===== config.mk =====
export PLATFORM = sky130hd
export DESIGN_NAME = uart_cmd_top
export DESIGN_NICKNAME = d
export VERILOG_FILES = /design/src/uart_cmd_pkg.sv /design/src/byte_buffer.sv /design/src/cmd_ctrl.sv /design/src/uart_cmd_top.sv /design/src/uart_rx.sv /design/src/uart_tx.sv
export SDC_FILE = /design/constraint.sdc
export NUM_CORES = 1
export LEC_CHECK = 0
export CAP_MARGIN = 15
export CORE_MARGIN = 4
export CORE_UTILIZATION = 34
export DETAILED_ROUTE_END_ITERATION = 6
export DONT_BUFFER_PORTS = 1
export GPL_TIMING_DRIVEN = 0
export SYNTH_ARGS = -nofsm -noshare
export SYNTH_HDL_FRONTEND = slang
export SYNTH_SLANG_ARGS = --single-unit

===== constraint.sdc =====
create_clock -name clk -period 6.9 [get_ports clk]
set_input_delay 0.69 -clock clk [delete_from_list [all_inputs] [get_ports clk]]
set_output_delay 0.69 -clock clk [all_outputs]
set_load 0.05 [all_outputs]

===== src/uart_cmd_pkg.sv =====
`default_nettype none

package uart_cmd_pkg;

	////////////////////////////////////////////////////////////
	// Serial timing and buffer geometry
	////////////////////////////////////////////////////////////

	// Fixed baud divider, clocks per serial bit
	localparam logic [15:0] CLKS_PER_BIT = 16'd16;

	localparam int BUF_DEPTH = 16;
	localparam int BUF_AW = 4;

	////////////////////////////////////////////////////////////
	// Command set and control states
	////////////////////////////////////////////////////////////

	typedef enum logic [7:0] {
		OP_END      = 8'd0,
		OP_LED      = 8'd1,
		OP_STORE    = 8'd2,
		OP_CLEAR    = 8'd3,
		OP_READBACK = 8'd4
	} opcode_t;

	typedef enum logic [1:0] {
		ST_OPCODE,
		ST_LED_ARG,
		ST_STORE,
		ST_READBACK
	} ctrl_state_t;

	////////////////////////////////////////////////////////////
	// Internal byte paths
	////////////////////////////////////////////////////////////

	typedef struct packed {
		logic       valid;
		logic [7:0] data;
	} byte_beat_t;

	typedef struct packed {
		logic              append;
		logic              clear;
		logic [7:0]        data;
		logic [BUF_AW-1:0] rd_idx;
	} buf_req_t;

	typedef struct packed {
		logic [7:0]      rd_data;
		logic [BUF_AW:0] count;
		logic            full;
	} buf_rsp_t;

endpackage

`default_nettype wire


===== src/byte_buffer.sv =====
`timescale 1ns/10ps
`default_nettype none

module byte_buffer (
	input wire logic clk,
	input wire logic arst_n,
	input wire uart_cmd_pkg::buf_req_t buf_req,
	output uart_cmd_pkg::buf_rsp_t buf_rsp
);

	logic [7:0] mem [uart_cmd_pkg::BUF_DEPTH];
	logic [uart_cmd_pkg::BUF_AW:0] count;
	logic full;
	logic do_append;

	// Depth is a power of two, so the top count bit marks full
	assign full = count[uart_cmd_pkg::BUF_AW];
	assign do_append = buf_req.append & ~buf_req.clear & ~full;

	assign buf_rsp = '{rd_data: mem[buf_req.rd_idx], count: count, full: full};

	always_ff @(posedge clk or negedge arst_n) begin
		if (!arst_n)
			count <= '0;
		else if (buf_req.clear)
			count <= '0;
		else if (do_append)
			count <= count + 1'b1;
	end

	always_ff @(posedge clk) begin
		if (do_append)
			mem[count[uart_cmd_pkg::BUF_AW-1:0]] <= buf_req.data;
	end

endmodule

`default_nettype wire


===== src/cmd_ctrl.sv =====
`timescale 1ns/10ps
`default_nettype none

module cmd_ctrl (
	input wire logic clk,
	input wire logic arst_n,
	input wire uart_cmd_pkg::byte_beat_t rx_beat,
	output uart_cmd_pkg::byte_beat_t tx_beat,
	input wire logic tx_ready,
	output uart_cmd_pkg::buf_req_t buf_req,
	input wire uart_cmd_pkg::buf_rsp_t buf_rsp,
	output logic [7:0] leds
);

	uart_cmd_pkg::ctrl_state_t state;
	uart_cmd_pkg::opcode_t opcode;
	logic [uart_cmd_pkg::BUF_AW-1:0] rd_idx;
	logic tx_valid;
	logic [7:0] tx_data;
	logic last_entry;

	assign opcode = uart_cmd_pkg::opcode_t'(rx_beat.data);
	assign tx_beat = '{valid: tx_valid, data: tx_data};
	assign last_entry = ({1'b0, rd_idx} == buf_rsp.count - 1'b1);

	////////////////////////////////////////////////////////////
	// Buffer requests, acted on at the next edge
	////////////////////////////////////////////////////////////

	always_comb begin
		buf_req.append = rx_beat.valid && state == uart_cmd_pkg::ST_STORE &&
			opcode != uart_cmd_pkg::OP_END;
		buf_req.clear = rx_beat.valid && state == uart_cmd_pkg::ST_OPCODE &&
			opcode == uart_cmd_pkg::OP_CLEAR;
		buf_req.data = rx_beat.data;
		buf_req.rd_idx = rd_idx;
	end

	////////////////////////////////////////////////////////////
	// Command FSM
	////////////////////////////////////////////////////////////

	always_ff @(posedge clk or negedge arst_n) begin
		if (!arst_n) begin
			state <= uart_cmd_pkg::ST_OPCODE;
			leds <= 8'd0;
			rd_idx <= '0;
			tx_valid <= 1'b0;
		end else begin
			case (state)
				uart_cmd_pkg::ST_OPCODE: begin
					if (rx_beat.valid) begin
						case (opcode)
							uart_cmd_pkg::OP_LED: state <= uart_cmd_pkg::ST_LED_ARG;
							uart_cmd_pkg::OP_STORE: state <= uart_cmd_pkg::ST_STORE;
							uart_cmd_pkg::OP_CLEAR: leds <= 8'd0;
							uart_cmd_pkg::OP_READBACK: begin
								// Nothing to send from an empty buffer
								if (buf_rsp.count != '0) begin
									rd_idx <= '0;
									state <= uart_cmd_pkg::ST_READBACK;
								end
							end
							// OP_END and unknown codes fall through
							default: ;
						endcase
					end
				end
				uart_cmd_pkg::ST_LED_ARG: begin
					if (rx_beat.valid) begin
						leds <= rx_beat.data;
						state <= uart_cmd_pkg::ST_OPCODE;
					end
				end
				uart_cmd_pkg::ST_STORE: begin
					if (rx_beat.valid && opcode == uart_cmd_pkg::OP_END)
						state <= uart_cmd_pkg::ST_OPCODE;
				end
				uart_cmd_pkg::ST_READBACK: begin
					// Incoming bytes are dropped while replaying
					if (!tx_valid) begin
						tx_valid <= 1'b1;
					end else if (tx_ready) begin
						tx_valid <= 1'b0;
						if (last_entry)
							state <= uart_cmd_pkg::ST_OPCODE;
						else
							rd_idx <= rd_idx + 1'b1;
					end
				end
				default: state <= uart_cmd_pkg::ST_OPCODE;
			endcase
		end
	end

	// Byte captured when presented, held until uart_tx takes it
	always_ff @(posedge clk) begin
		if (state == uart_cmd_pkg::ST_READBACK && !tx_valid)
			tx_data <= buf_rsp.rd_data;
	end

endmodule

`default_nettype wire


===== src/uart_cmd_top.sv =====
`timescale 1ns/10ps
`default_nettype none

module uart_cmd_top (
	input wire logic clk,
	input wire logic arst_n,
	input wire logic rxd,
	output wire logic txd,
	output wire logic [7:0] leds
);

	wire uart_cmd_pkg::byte_beat_t rx_beat;
	wire uart_cmd_pkg::byte_beat_t tx_beat;
	wire logic tx_ready;
	wire uart_cmd_pkg::buf_req_t buf_req;
	wire uart_cmd_pkg::buf_rsp_t buf_rsp;

	////////////////////////////////////////////////////////////
	// Serial front end
	////////////////////////////////////////////////////////////

	uart_rx uart_rx_inst (
		.clk(clk),
		.arst_n(arst_n),
		.rxd(rxd),
		.rx_beat(rx_beat)
	);

	uart_tx uart_tx_inst (
		.clk(clk),
		.arst_n(arst_n),
		.tx_beat(tx_beat),
		.tx_ready(tx_ready),
		.txd(txd)
	);

	////////////////////////////////////////////////////////////
	// Command handling and string storage
	////////////////////////////////////////////////////////////

	cmd_ctrl cmd_ctrl_inst (
		.clk(clk),
		.arst_n(arst_n),
		.rx_beat(rx_beat),
		.tx_beat(tx_beat),
		.tx_ready(tx_ready),
		.buf_req(buf_req),
		.buf_rsp(buf_rsp),
		.leds(leds)
	);

	byte_buffer byte_buffer_inst (
		.clk(clk),
		.arst_n(arst_n),
		.buf_req(buf_req),
		.buf_rsp(buf_rsp)
	);

endmodule

`default_nettype wire


===== src/uart_rx.sv =====
`timescale 1ns/10ps
`default_nettype none

module uart_rx (
	input wire logic clk,
	input wire logic arst_n,
	input wire logic rxd,
	output uart_cmd_pkg::byte_beat_t rx_beat
);

	typedef enum logic [2:0] {
		RX_IDLE,
		RX_START,
		RX_DATA,
		RX_STOP,
		RX_WAIT
	} rx_state_t;

	rx_state_t state;
	logic rxd_meta;
	logic rxd_sync;
	logic [15:0] clk_cnt;
	logic [2:0] bit_idx;
	logic [7:0] shift;
	logic beat_valid;
	logic bit_end;
	logic half_end;

	assign bit_end = (clk_cnt == uart_cmd_pkg::CLKS_PER_BIT - 16'd1);
	assign half_end = (clk_cnt == (uart_cmd_pkg::CLKS_PER_BIT >> 1) - 16'd1);

	// Shift register stays stable until the next frame's first data bit
	assign rx_beat = '{valid: beat_valid, data: shift};

	// Line idles high
	always_ff @(posedge clk or negedge arst_n) begin
		if (!arst_n) begin
			rxd_meta <= 1'b1;
			rxd_sync <= 1'b1;
		end else begin
			rxd_meta <= rxd;
			rxd_sync <= rxd_meta;
		end
	end

	always_ff @(posedge clk or negedge arst_n) begin
		if (!arst_n) begin
			state <= RX_IDLE;
			clk_cnt <= 16'd0;
			bit_idx <= 3'd0;
			beat_valid <= 1'b0;
		end else begin
			beat_valid <= 1'b0;
			clk_cnt <= clk_cnt + 16'd1;
			case (state)
				RX_IDLE: begin
					clk_cnt <= 16'd0;
					if (!rxd_sync)
						state <= RX_START;
				end
				RX_START: begin
					// Middle of start bit, reject glitches
					if (half_end) begin
						clk_cnt <= 16'd0;
						bit_idx <= 3'd0;
						state <= rxd_sync ? RX_IDLE : RX_DATA;
					end
				end
				RX_DATA: begin
					if (bit_end) begin
						clk_cnt <= 16'd0;
						bit_idx <= bit_idx + 3'd1;
						if (bit_idx == 3'd7)
							state <= RX_STOP;
					end
				end
				RX_STOP: begin
					if (bit_end) begin
						beat_valid <= rxd_sync;
						state <= rxd_sync ? RX_IDLE : RX_WAIT;
					end
				end
				RX_WAIT: begin
					// Bad stop bit, hold off until the line is released
					if (rxd_sync)
						state <= RX_IDLE;
				end
				default: state <= RX_IDLE;
			endcase
		end
	end

	// LSB arrives first
	always_ff @(posedge clk) begin
		if (state == RX_DATA && bit_end)
			shift <= {rxd_sync, shift[7:1]};
	end

endmodule

`default_nettype wire


===== src/uart_tx.sv =====
`timescale 1ns/10ps
`default_nettype none

module uart_tx (
	input wire logic clk,
	input wire logic arst_n,
	input wire uart_cmd_pkg::byte_beat_t tx_beat,
	output logic tx_ready,
	output logic txd
);

	logic busy;
	logic [15:0] clk_cnt;
	logic [3:0] bit_idx;
	logic [8:0] shift;
	logic take;
	logic bit_end;

	assign tx_ready = ~busy;
	assign take = tx_beat.valid & tx_ready;
	assign bit_end = (clk_cnt == uart_cmd_pkg::CLKS_PER_BIT - 16'd1);

	////////////////////////////////////////////////////////////
	// Frame sequencing, bit 0 is start and bit 9 is stop
	////////////////////////////////////////////////////////////

	always_ff @(posedge clk or negedge arst_n) begin
		if (!arst_n) begin
			busy <= 1'b0;
			clk_cnt <= 16'd0;
			bit_idx <= 4'd0;
			txd <= 1'b1;
		end else if (take) begin
			busy <= 1'b1;
			clk_cnt <= 16'd0;
			bit_idx <= 4'd0;
			txd <= 1'b0;
		end else if (busy) begin
			if (bit_end) begin
				clk_cnt <= 16'd0;
				if (bit_idx == 4'd9) begin
					busy <= 1'b0;
				end else begin
					txd <= shift[0];
					bit_idx <= bit_idx + 4'd1;
				end
			end else begin
				clk_cnt <= clk_cnt + 16'd1;
			end
		end
	end

	// Data bits then the stop bit, shifted out LSB first
	always_ff @(posedge clk) begin
		if (take)
			shift <= {1'b1, tx_beat.data};
		else if (busy && bit_end)
			shift <= {1'b1, shift[8:1]};
	end

endmodule

`default_nettype wire


==> results of run 1 <==
==> repair_timing <==
action | in CTS | in global routing
hold buffers | 2 | 0
resized for setup | 0 | 0
hold endpoints to repair | 64 | 0
buffers inserted | 0 | 0
==> cell type report <==
class,instances,area share [%]
Inverter,19,0.6607
Clock buffer,32,6.213
Tap cell,372,4.312
Multi-Input combinational cell,432,28.26
Sequential cell,219,57.85
Clock inverter,12,1.020
Timing Repair Buffer,7,0.6259
Buffer,28,1.055
==> registers in the layout, summed over array words and instances (netlist names), 4 cells and up <==
signal	cells
uart_tx_inst.bit_idx	4
uart_tx_inst.shift	8
cmd_ctrl_inst.rd_idx	4
cmd_ctrl_inst.tx_data	8
byte_buffer_inst.count	5
uart_rx_inst.shift	8
cmd_ctrl_inst.leds	8
uart_rx_inst.clk_cnt	16
byte_buffer_inst.mem	128
uart_tx_inst.clk_cnt	16
==> report_power, final <==
| group | switching (mW) | internal [mW] | total (mW) |
|---|---|---|---|
| Sequential | 0.0541 | 1.43 | 1.48 |
| Clock | 0.516 | 0.724 | 1.24 |
| Combinational | 0.0776 | 0.0596 | 0.137 |
==> path summary, 6_finish.rpt <==
kind	to	slack (ns)	depth (start not counted)
min in group clk	uart_rx_inst.rxd_meta$_DFF_PN1_	0.15	0
max in group asynchronous	uart_tx_inst.txd$_DFFE_PN1P_	6.00	1
worst min register to register	uart_rx_inst.rxd_sync$_DFF_PN1_	0.36	0
worst min-delay path	cmd_ctrl_inst.leds[7]$_DFFE_PN0P_	0.03	1
worst max-delay path	byte_buffer_inst.mem[0][3]$_DFFE_PP_	3.66	7
worst max register to register	byte_buffer_inst.mem[0][3]$_DFFE_PP_	3.66	7
==> cells in the final DEF, fill, tap and decap left out, types with 3 or more instances in the layout <==
cell and count:
nor4_1 9, a22o_1 10, clkbuf_16 24, nand2_1 64
nand3_1 20, o211ai_1 4, a32o_1 4, nand4_1 11
a221oi_1 8, buf_2 3, edfxtp_1 152, dfstp_2 3
xor2_1 13, nand2b_1 5, nor2b_1 5, or3_1 4
mux4_2 16, mux2i_1 28, clkbuf_1 24, a21o_1 5
o21ai_0 31, nor2_1 53, and3_1 13, xnor2_1 13
and2_1 7, a22oi_1 10, clkbuf_8 4, inv_1 19
dfrtp_1 64, buf_1 6, ha_1 12, a21oi_1 19
clkinv_2 7, o22ai_1 4, nor3_1 13, mux2_2 10
==> worst max-delay path: cells and delay by family, from the launching register on <==
kind          cells  cell delay [ns]
buf+inv           3             0.87
flops             1             0.79
simple gates      4             1.26
==> metal layers <==
layer  vias up  part of all wire [%]  wire length, microns  global-route usage (%)
li1       2710                     -                     -                       -
met5         -                     0                     0                       0
met3        28                   5.3                  1088                   2.402
met4         0                   1.7                   358                   2.979
met1      2869                    46                  9471                   19.42
met2       138                    47                  9602                   21.53
==> kinds of logic (layout without fill, tap and decap cells) <==
family	count (synthesis)	count (layout)	share of synthesized area, %
and+or+nand+nor	228	228	12.06
DFF	219	219	65.91
AOI/OAI and AO/OA	112	112	8.148
muxes	54	54	7.949
buffers and inverters	47	98	1.954
xor gates and xnor gates	26	26	2.403
adders and majority gates	12	12	1.585
==> run_results.csv, run 1 <==
group,metric,value,unit
critical_path,worstPathMaxFanout,18,
logic_synthesis,synth_commonest_cells,"edfxtp_1 (152), dfrtp_1 (64), nand2_1 (64)",
global_routing,grt_pass1_vias,5585,
logic_synthesis,syn-cell-area,9475,sq um
placement,io_buffers,0,
critical_path,worst_r2r_startpoint,"uart_rx_inst.shift[1]$_DFFE_PP_",
die,core-area,27180,sq um
critical_path,crit_top_cell,"clkbuf_1",
route,firstDrtPassIters,5,
logic_synthesis,yosysMostFrequentCell,"edfxtp_1",
logic_synthesis,syn_area_per_cell,13.57,sq um
timing,drv_slew,0,
critical_path,endpoint_kind,"flip-flop",
global_routing,antenna_found_initial,0,
global_routing,grt_pass1_wl,32720,microns
placement,dp_hpwl,13160,microns
timing,setup_tns,0,ns
critical_path,crit_type,"flip-flop to flip-flop",
clocking,cts_sinks,219,
critical_path,cp_cell_sequence,"clkbuf_1 -> nand4b_1 -> and2_1 -> clkbuf_1 -> nand2_1 -> nor3_1 -> clkbuf_2",
placement,place_worst_setup_slack,3.512,ns
clocking,clockRootBuffer,"clkbuf_16",
final_layout,finalNonFillerCells,1121,
timing,max_clock_freq,0.3088,GHz
critical_path,slowest_delay,0.79,ns
die,dieWidth,174.9,microns
route,wl_per_cell,18.31,microns
global_routing,grt_max_degree,65,
critical_path,crit_slowest_cell,"edfxtp_1",
die,io_pins,12,
clocking,cts_inserted_buffers,24,
logic_synthesis,synthTopCellsByArea,"edfxtp_1 (48%), dfrtp_1 (17%), mux4_2 (3.8%)",
route,drc,0,
timing,hold_viol,0,
logic_synthesis,synth_cell_types,66,
logic_synthesis,synth_top_cell_by_area,"edfxtp_1",
placement,dp.cells,1074,
critical_path,startpoint,"uart_rx_inst.shift[1]$_DFFE_PP_",
timing,postLayoutSetupSlackWorst,3.662,ns
global_routing,track_usage,13.49,%
timing,min_period,3.238,ns
final_layout,ff_latch_area,6245,sq um
die,initial_core_util,34.87,%
final_layout,multiInputGateArea,3050,sq um
final_layout,num-fill-cells,2605,
critical_path,start_kind,"flip-flop",
run_status,status,"finished, final reports clean",
die,die_h,174.9,microns
clocking,clock_latency,0.53,ns
route,vias_per_cell,5.125,
route,ant_nets,0,
logic_synthesis,yosysWarnings,0,
critical_path,required,7.14,ns
timing,min_period_over_period,46.93,%
logic_synthesis,synthArstFlopShare,30.59,%
logic_synthesis,syn_nets,713,
logic_synthesis,ys_ff_latch,219,
timing,fin_skew,0.02730,ns
die,num_rows,60,
clocking,clockBufferDepth,3,
final_layout,fin_nets,746,
final_layout,diodes,0,
clocking,clkTransAtPathRegs,0.06,ns
final_layout,utilization,39.72,%
final_layout,drive_gt1_share,11.35,%
global_routing,grt_overflow,0,
placement,placed_area,9971,sq um
placement,gp_routability_congestion,0.8106,
timing,worst_pin_slew,0.9273,ns
logic_synthesis,syn_inst,698,
logic_synthesis,ys_seq_area_share,65.91,%
logic_synthesis,ys.flop_type,"edfxtp_1",
pwr,ir_drop,203.9,uV
route,via_count,5745,
pwr,power_density,264.8,nW/um^2
critical_path,arrival,3.47,ns
timing,finalHoldWorstSlack,0.03272,ns
pwr,leakagePower,3.823,nW
timing,rsz0062_at_grt,"false",
route,first_iter_violations,457,
worst_hold_path,hold_class,"input port to async pin",
timing,relSlewSlack,37.91,%
final_layout,syn_to_final_growth,13.92,%
pwr,power,2.858,mW
timing,setup_viol,0,
die,die_area,30600,sq um
clocking,htree_levels,1,
clocking,cts_tree,"done",
job,cap_violations,0,
logic_synthesis,yosysTopAreaCellShare,48.17,%
logic_synthesis,synth_edf_count,152,
route,wirelength,20520,microns
final_layout,design_area,10790,sq um
Power figures use the tool's default switching activity.
==> run 2: changes to the inputs <==
Clock period 6.9 ns to 3.2 ns, I/O delays scaled along.
==> run 2 against run 1 <==
Compared with the run above:
- register-to-register slack worse by 3.5 ns
- final area is 1.4% higher
- critical path depth stayed put
- combinational power is 120% higher
- non-clock buffer count is 19 higher
- fmax is 6.7% higher
- count of clock-buffer cells in the layout stayed put
- sequential cell count stayed put
- utilization is 0.56 points higher
- global-route usage is 0.056 points lower
- power is 120% higher
- via count is 0.87% higher
- critical endpoint is now byte_buffer_inst.mem[1][3]$_DFFE_PP_
==> run_results.csv, run 2 (synthesis gave the netlist of run 1 again) <==
group,metric,value,unit
run_status,status,"finished, final reports clean",
timing,relSlewSlack,39.43,%
timing,postLayoutSetupSlackWorst,0.1640,ns
timing,max_clock_freq,0.3294,GHz
critical_path,crit_type,"flip-flop to flip-flop",
worst_hold_path,hold_class,"input port to async pin",
pwr,ir_drop,439.5,uV
global_routing,grt_max_degree,68,
die,io_pins,12,
critical_path,required,3.44,ns
timing,drv_slew,0,
clocking,htree_levels,1,
timing,setup_viol,0,
timing,min_period_over_period,94.87,%
critical_path,endpoint_kind,"flip-flop",
global_routing,antenna_found_initial,0,
pwr,combPwrFrac,4.9,%
clocking,cts_inserted_buffers,24,
die,dieWidth,174.9,microns
route,drc,0,
timing,setup_tns,0,ns
critical_path,arrival,3.28,ns
clocking,clock_latency,0.53,ns
route,wirelength,20680,microns
final_layout,multiInputGateArea,3055,sq um
clocking,cts_sinks,219,
route,vias_per_cell,5.083,
final_layout,largest_reg_flops,128,
route,first_iter_violations,468,
final_layout,diodes,0,
final_layout,num-fill-cells,2593,
final_layout,final_common_cell,"edfxtp_1",
final_layout,ff_latch_area,6245,sq um
global_routing,grt_overflow,0,
route,via_count,5795,
job,cap_violations,0,
placement,place_worst_setup_slack,-0.1882,ns
pwr,power,6.161,mW
placement,gp_routability_congestion,0.8106,
die,initial_core_util,34.87,%
die,num_rows,60,
pwr,cellInternalPower,4.769,mW
timing,rsz0062_at_grt,"false",
die,die_h,174.9,microns
die,die_area,30600,sq um
final_layout,drive_gt1_share,13.54,%
final_layout,utilization,40.28,%
final_layout,syn_to_final_growth,15.53,%
route,firstDrtPassIters,5,
pwr,p_clk_share,43.3,%
pwr,power_density,562.8,nW/um^2
route,wl_per_cell,18.14,microns
final_layout,fin_nets,765,
timing,min_period,3.036,ns
die,core-area,27180,sq um
clocking,clockBufferDepth,3,
pwr,leakagePower,3.919,nW
clocking,cts_tree,"done",
final_layout,layout_common_cells,"edfxtp_1 (152), nand2_1 (64), dfrtp_1 (64)",
global_routing,grt_pass1_vias,5603,
placement,dp_hpwl,13160,microns
pwr,p_switching,1.392,mW
route,ant_nets,0,
critical_path,start_kind,"flip-flop",
clocking,clockRootBuffer,"clkbuf_16",
global_routing,grt_pass1_wl,32650,microns
critical_path,worstPathMaxFanout,19,
pwr,power_frac_seq,51.8,%
global_routing,track_usage,13.43,%
timing,hold_viol,0,
timing,worst_pin_slew,0.9003,ns
clocking,clkTransAtPathRegs,0.06,ns
pwr,p_sw_share,22.60,%
timing,fin_skew,0.02548,ns
placement,io_buffers,0,
-- run 2: cell count changes in the layout (fill, tap and decap cells not counted), sizes merged --
cell,delta
buf,+19
clkbuf,-1
dlygate4sd3,+1
-- run 2: path summary, 6_finish.rpt --
kind                                                 start  slack, ns                                   end  cells past startpoint
max                        uart_rx_inst.shift[3]$_DFFE_PP_       0.16  byte_buffer_inst.mem[1][3]$_DFFE_PP_                      7
min                                                 arst_n       0.35     cmd_ctrl_inst.leds[7]$_DFFE_PN0P_                      2
max reg2reg                uart_rx_inst.shift[3]$_DFFE_PP_       0.16  byte_buffer_inst.mem[1][3]$_DFFE_PP_                      7
min reg2reg                uart_rx_inst.rxd_meta$_DFF_PN1_       0.36       uart_rx_inst.rxd_sync$_DFF_PN1_                      0
max in group asynchronous                           arst_n       2.48       uart_rx_inst.rxd_sync$_DFF_PN1_                      2
min in group clk                                       rxd       0.35       uart_rx_inst.rxd_meta$_DFF_PN1_                      1
-- run 2: stage by stage --
stage | instances | area, sq um | hold WS [ns]
final | 1140 | 10950 | 0.3491
after global routing | 1140 | 10950 | 0.3380
after CTS | 1122 | 10810 | 0.3275
after detailed placement | 1074 | 9971 | 0.03115
after global placement | 1070 | 9941 | 0.03048
after floorplan | 698 | 9475 | 0.02441
-- run 2: power groups by stage --
stage	registers (mW)	logic, mW	clock network [mW]
after floorplan	3.22	0.223	0
after global placement	3.25	0.266	0
after detailed placement	3.25	0.273	0
after CTS	3.19	0.301	2.74
after global routing	3.20	0.349	2.87
final	3.19	0.301	2.67
-- run 2: layer usage --
layer	part of all wire, %	GRT usage, %	vias to the layer above
met4	1.7	2.946	0
met1	46	19.31	2879
met5	0	0	-
met3	4.8	2.293	29
met2	47	21.56	136
li1	-	-	2751
-- run 2: area by class of cell --
| class | count | share of cell area, % |
|---|---|---|
| Sequential cell | 219 | 57.05 |
| Multi-Input combinational cell | 432 | 27.91 |
| Clock buffer | 32 | 6.126 |
| Tap cell | 372 | 4.252 |
| Timing Repair Buffer | 26 | 1.966 |
| Buffer | 28 | 1.040 |
| Clock inverter | 12 | 1.006 |
| Inverter | 19 | 0.6515 |
-- run 2: repair_timing --
| item | CTS | global route |
|---|---|---|
| hold endpoints to repair | 68 | 0 |
| hold buffers | 3 | 0 |
| setup buffers | 1 | 18 |
| gates resized for setup | 1 | 0 |
| setup endpoints to repair | 22 | 41 |
-- run 2: worst max-delay path, stage by stage (launching register included) --
cell and delay [ns]:
edfxtp_1 0.78, nor4_1 0.19, nand4b_1 0.28, and2_1 0.17, clkbuf_1 0.20, nand2_1 0.22, nor3_1 0.61, buf_2 0.28
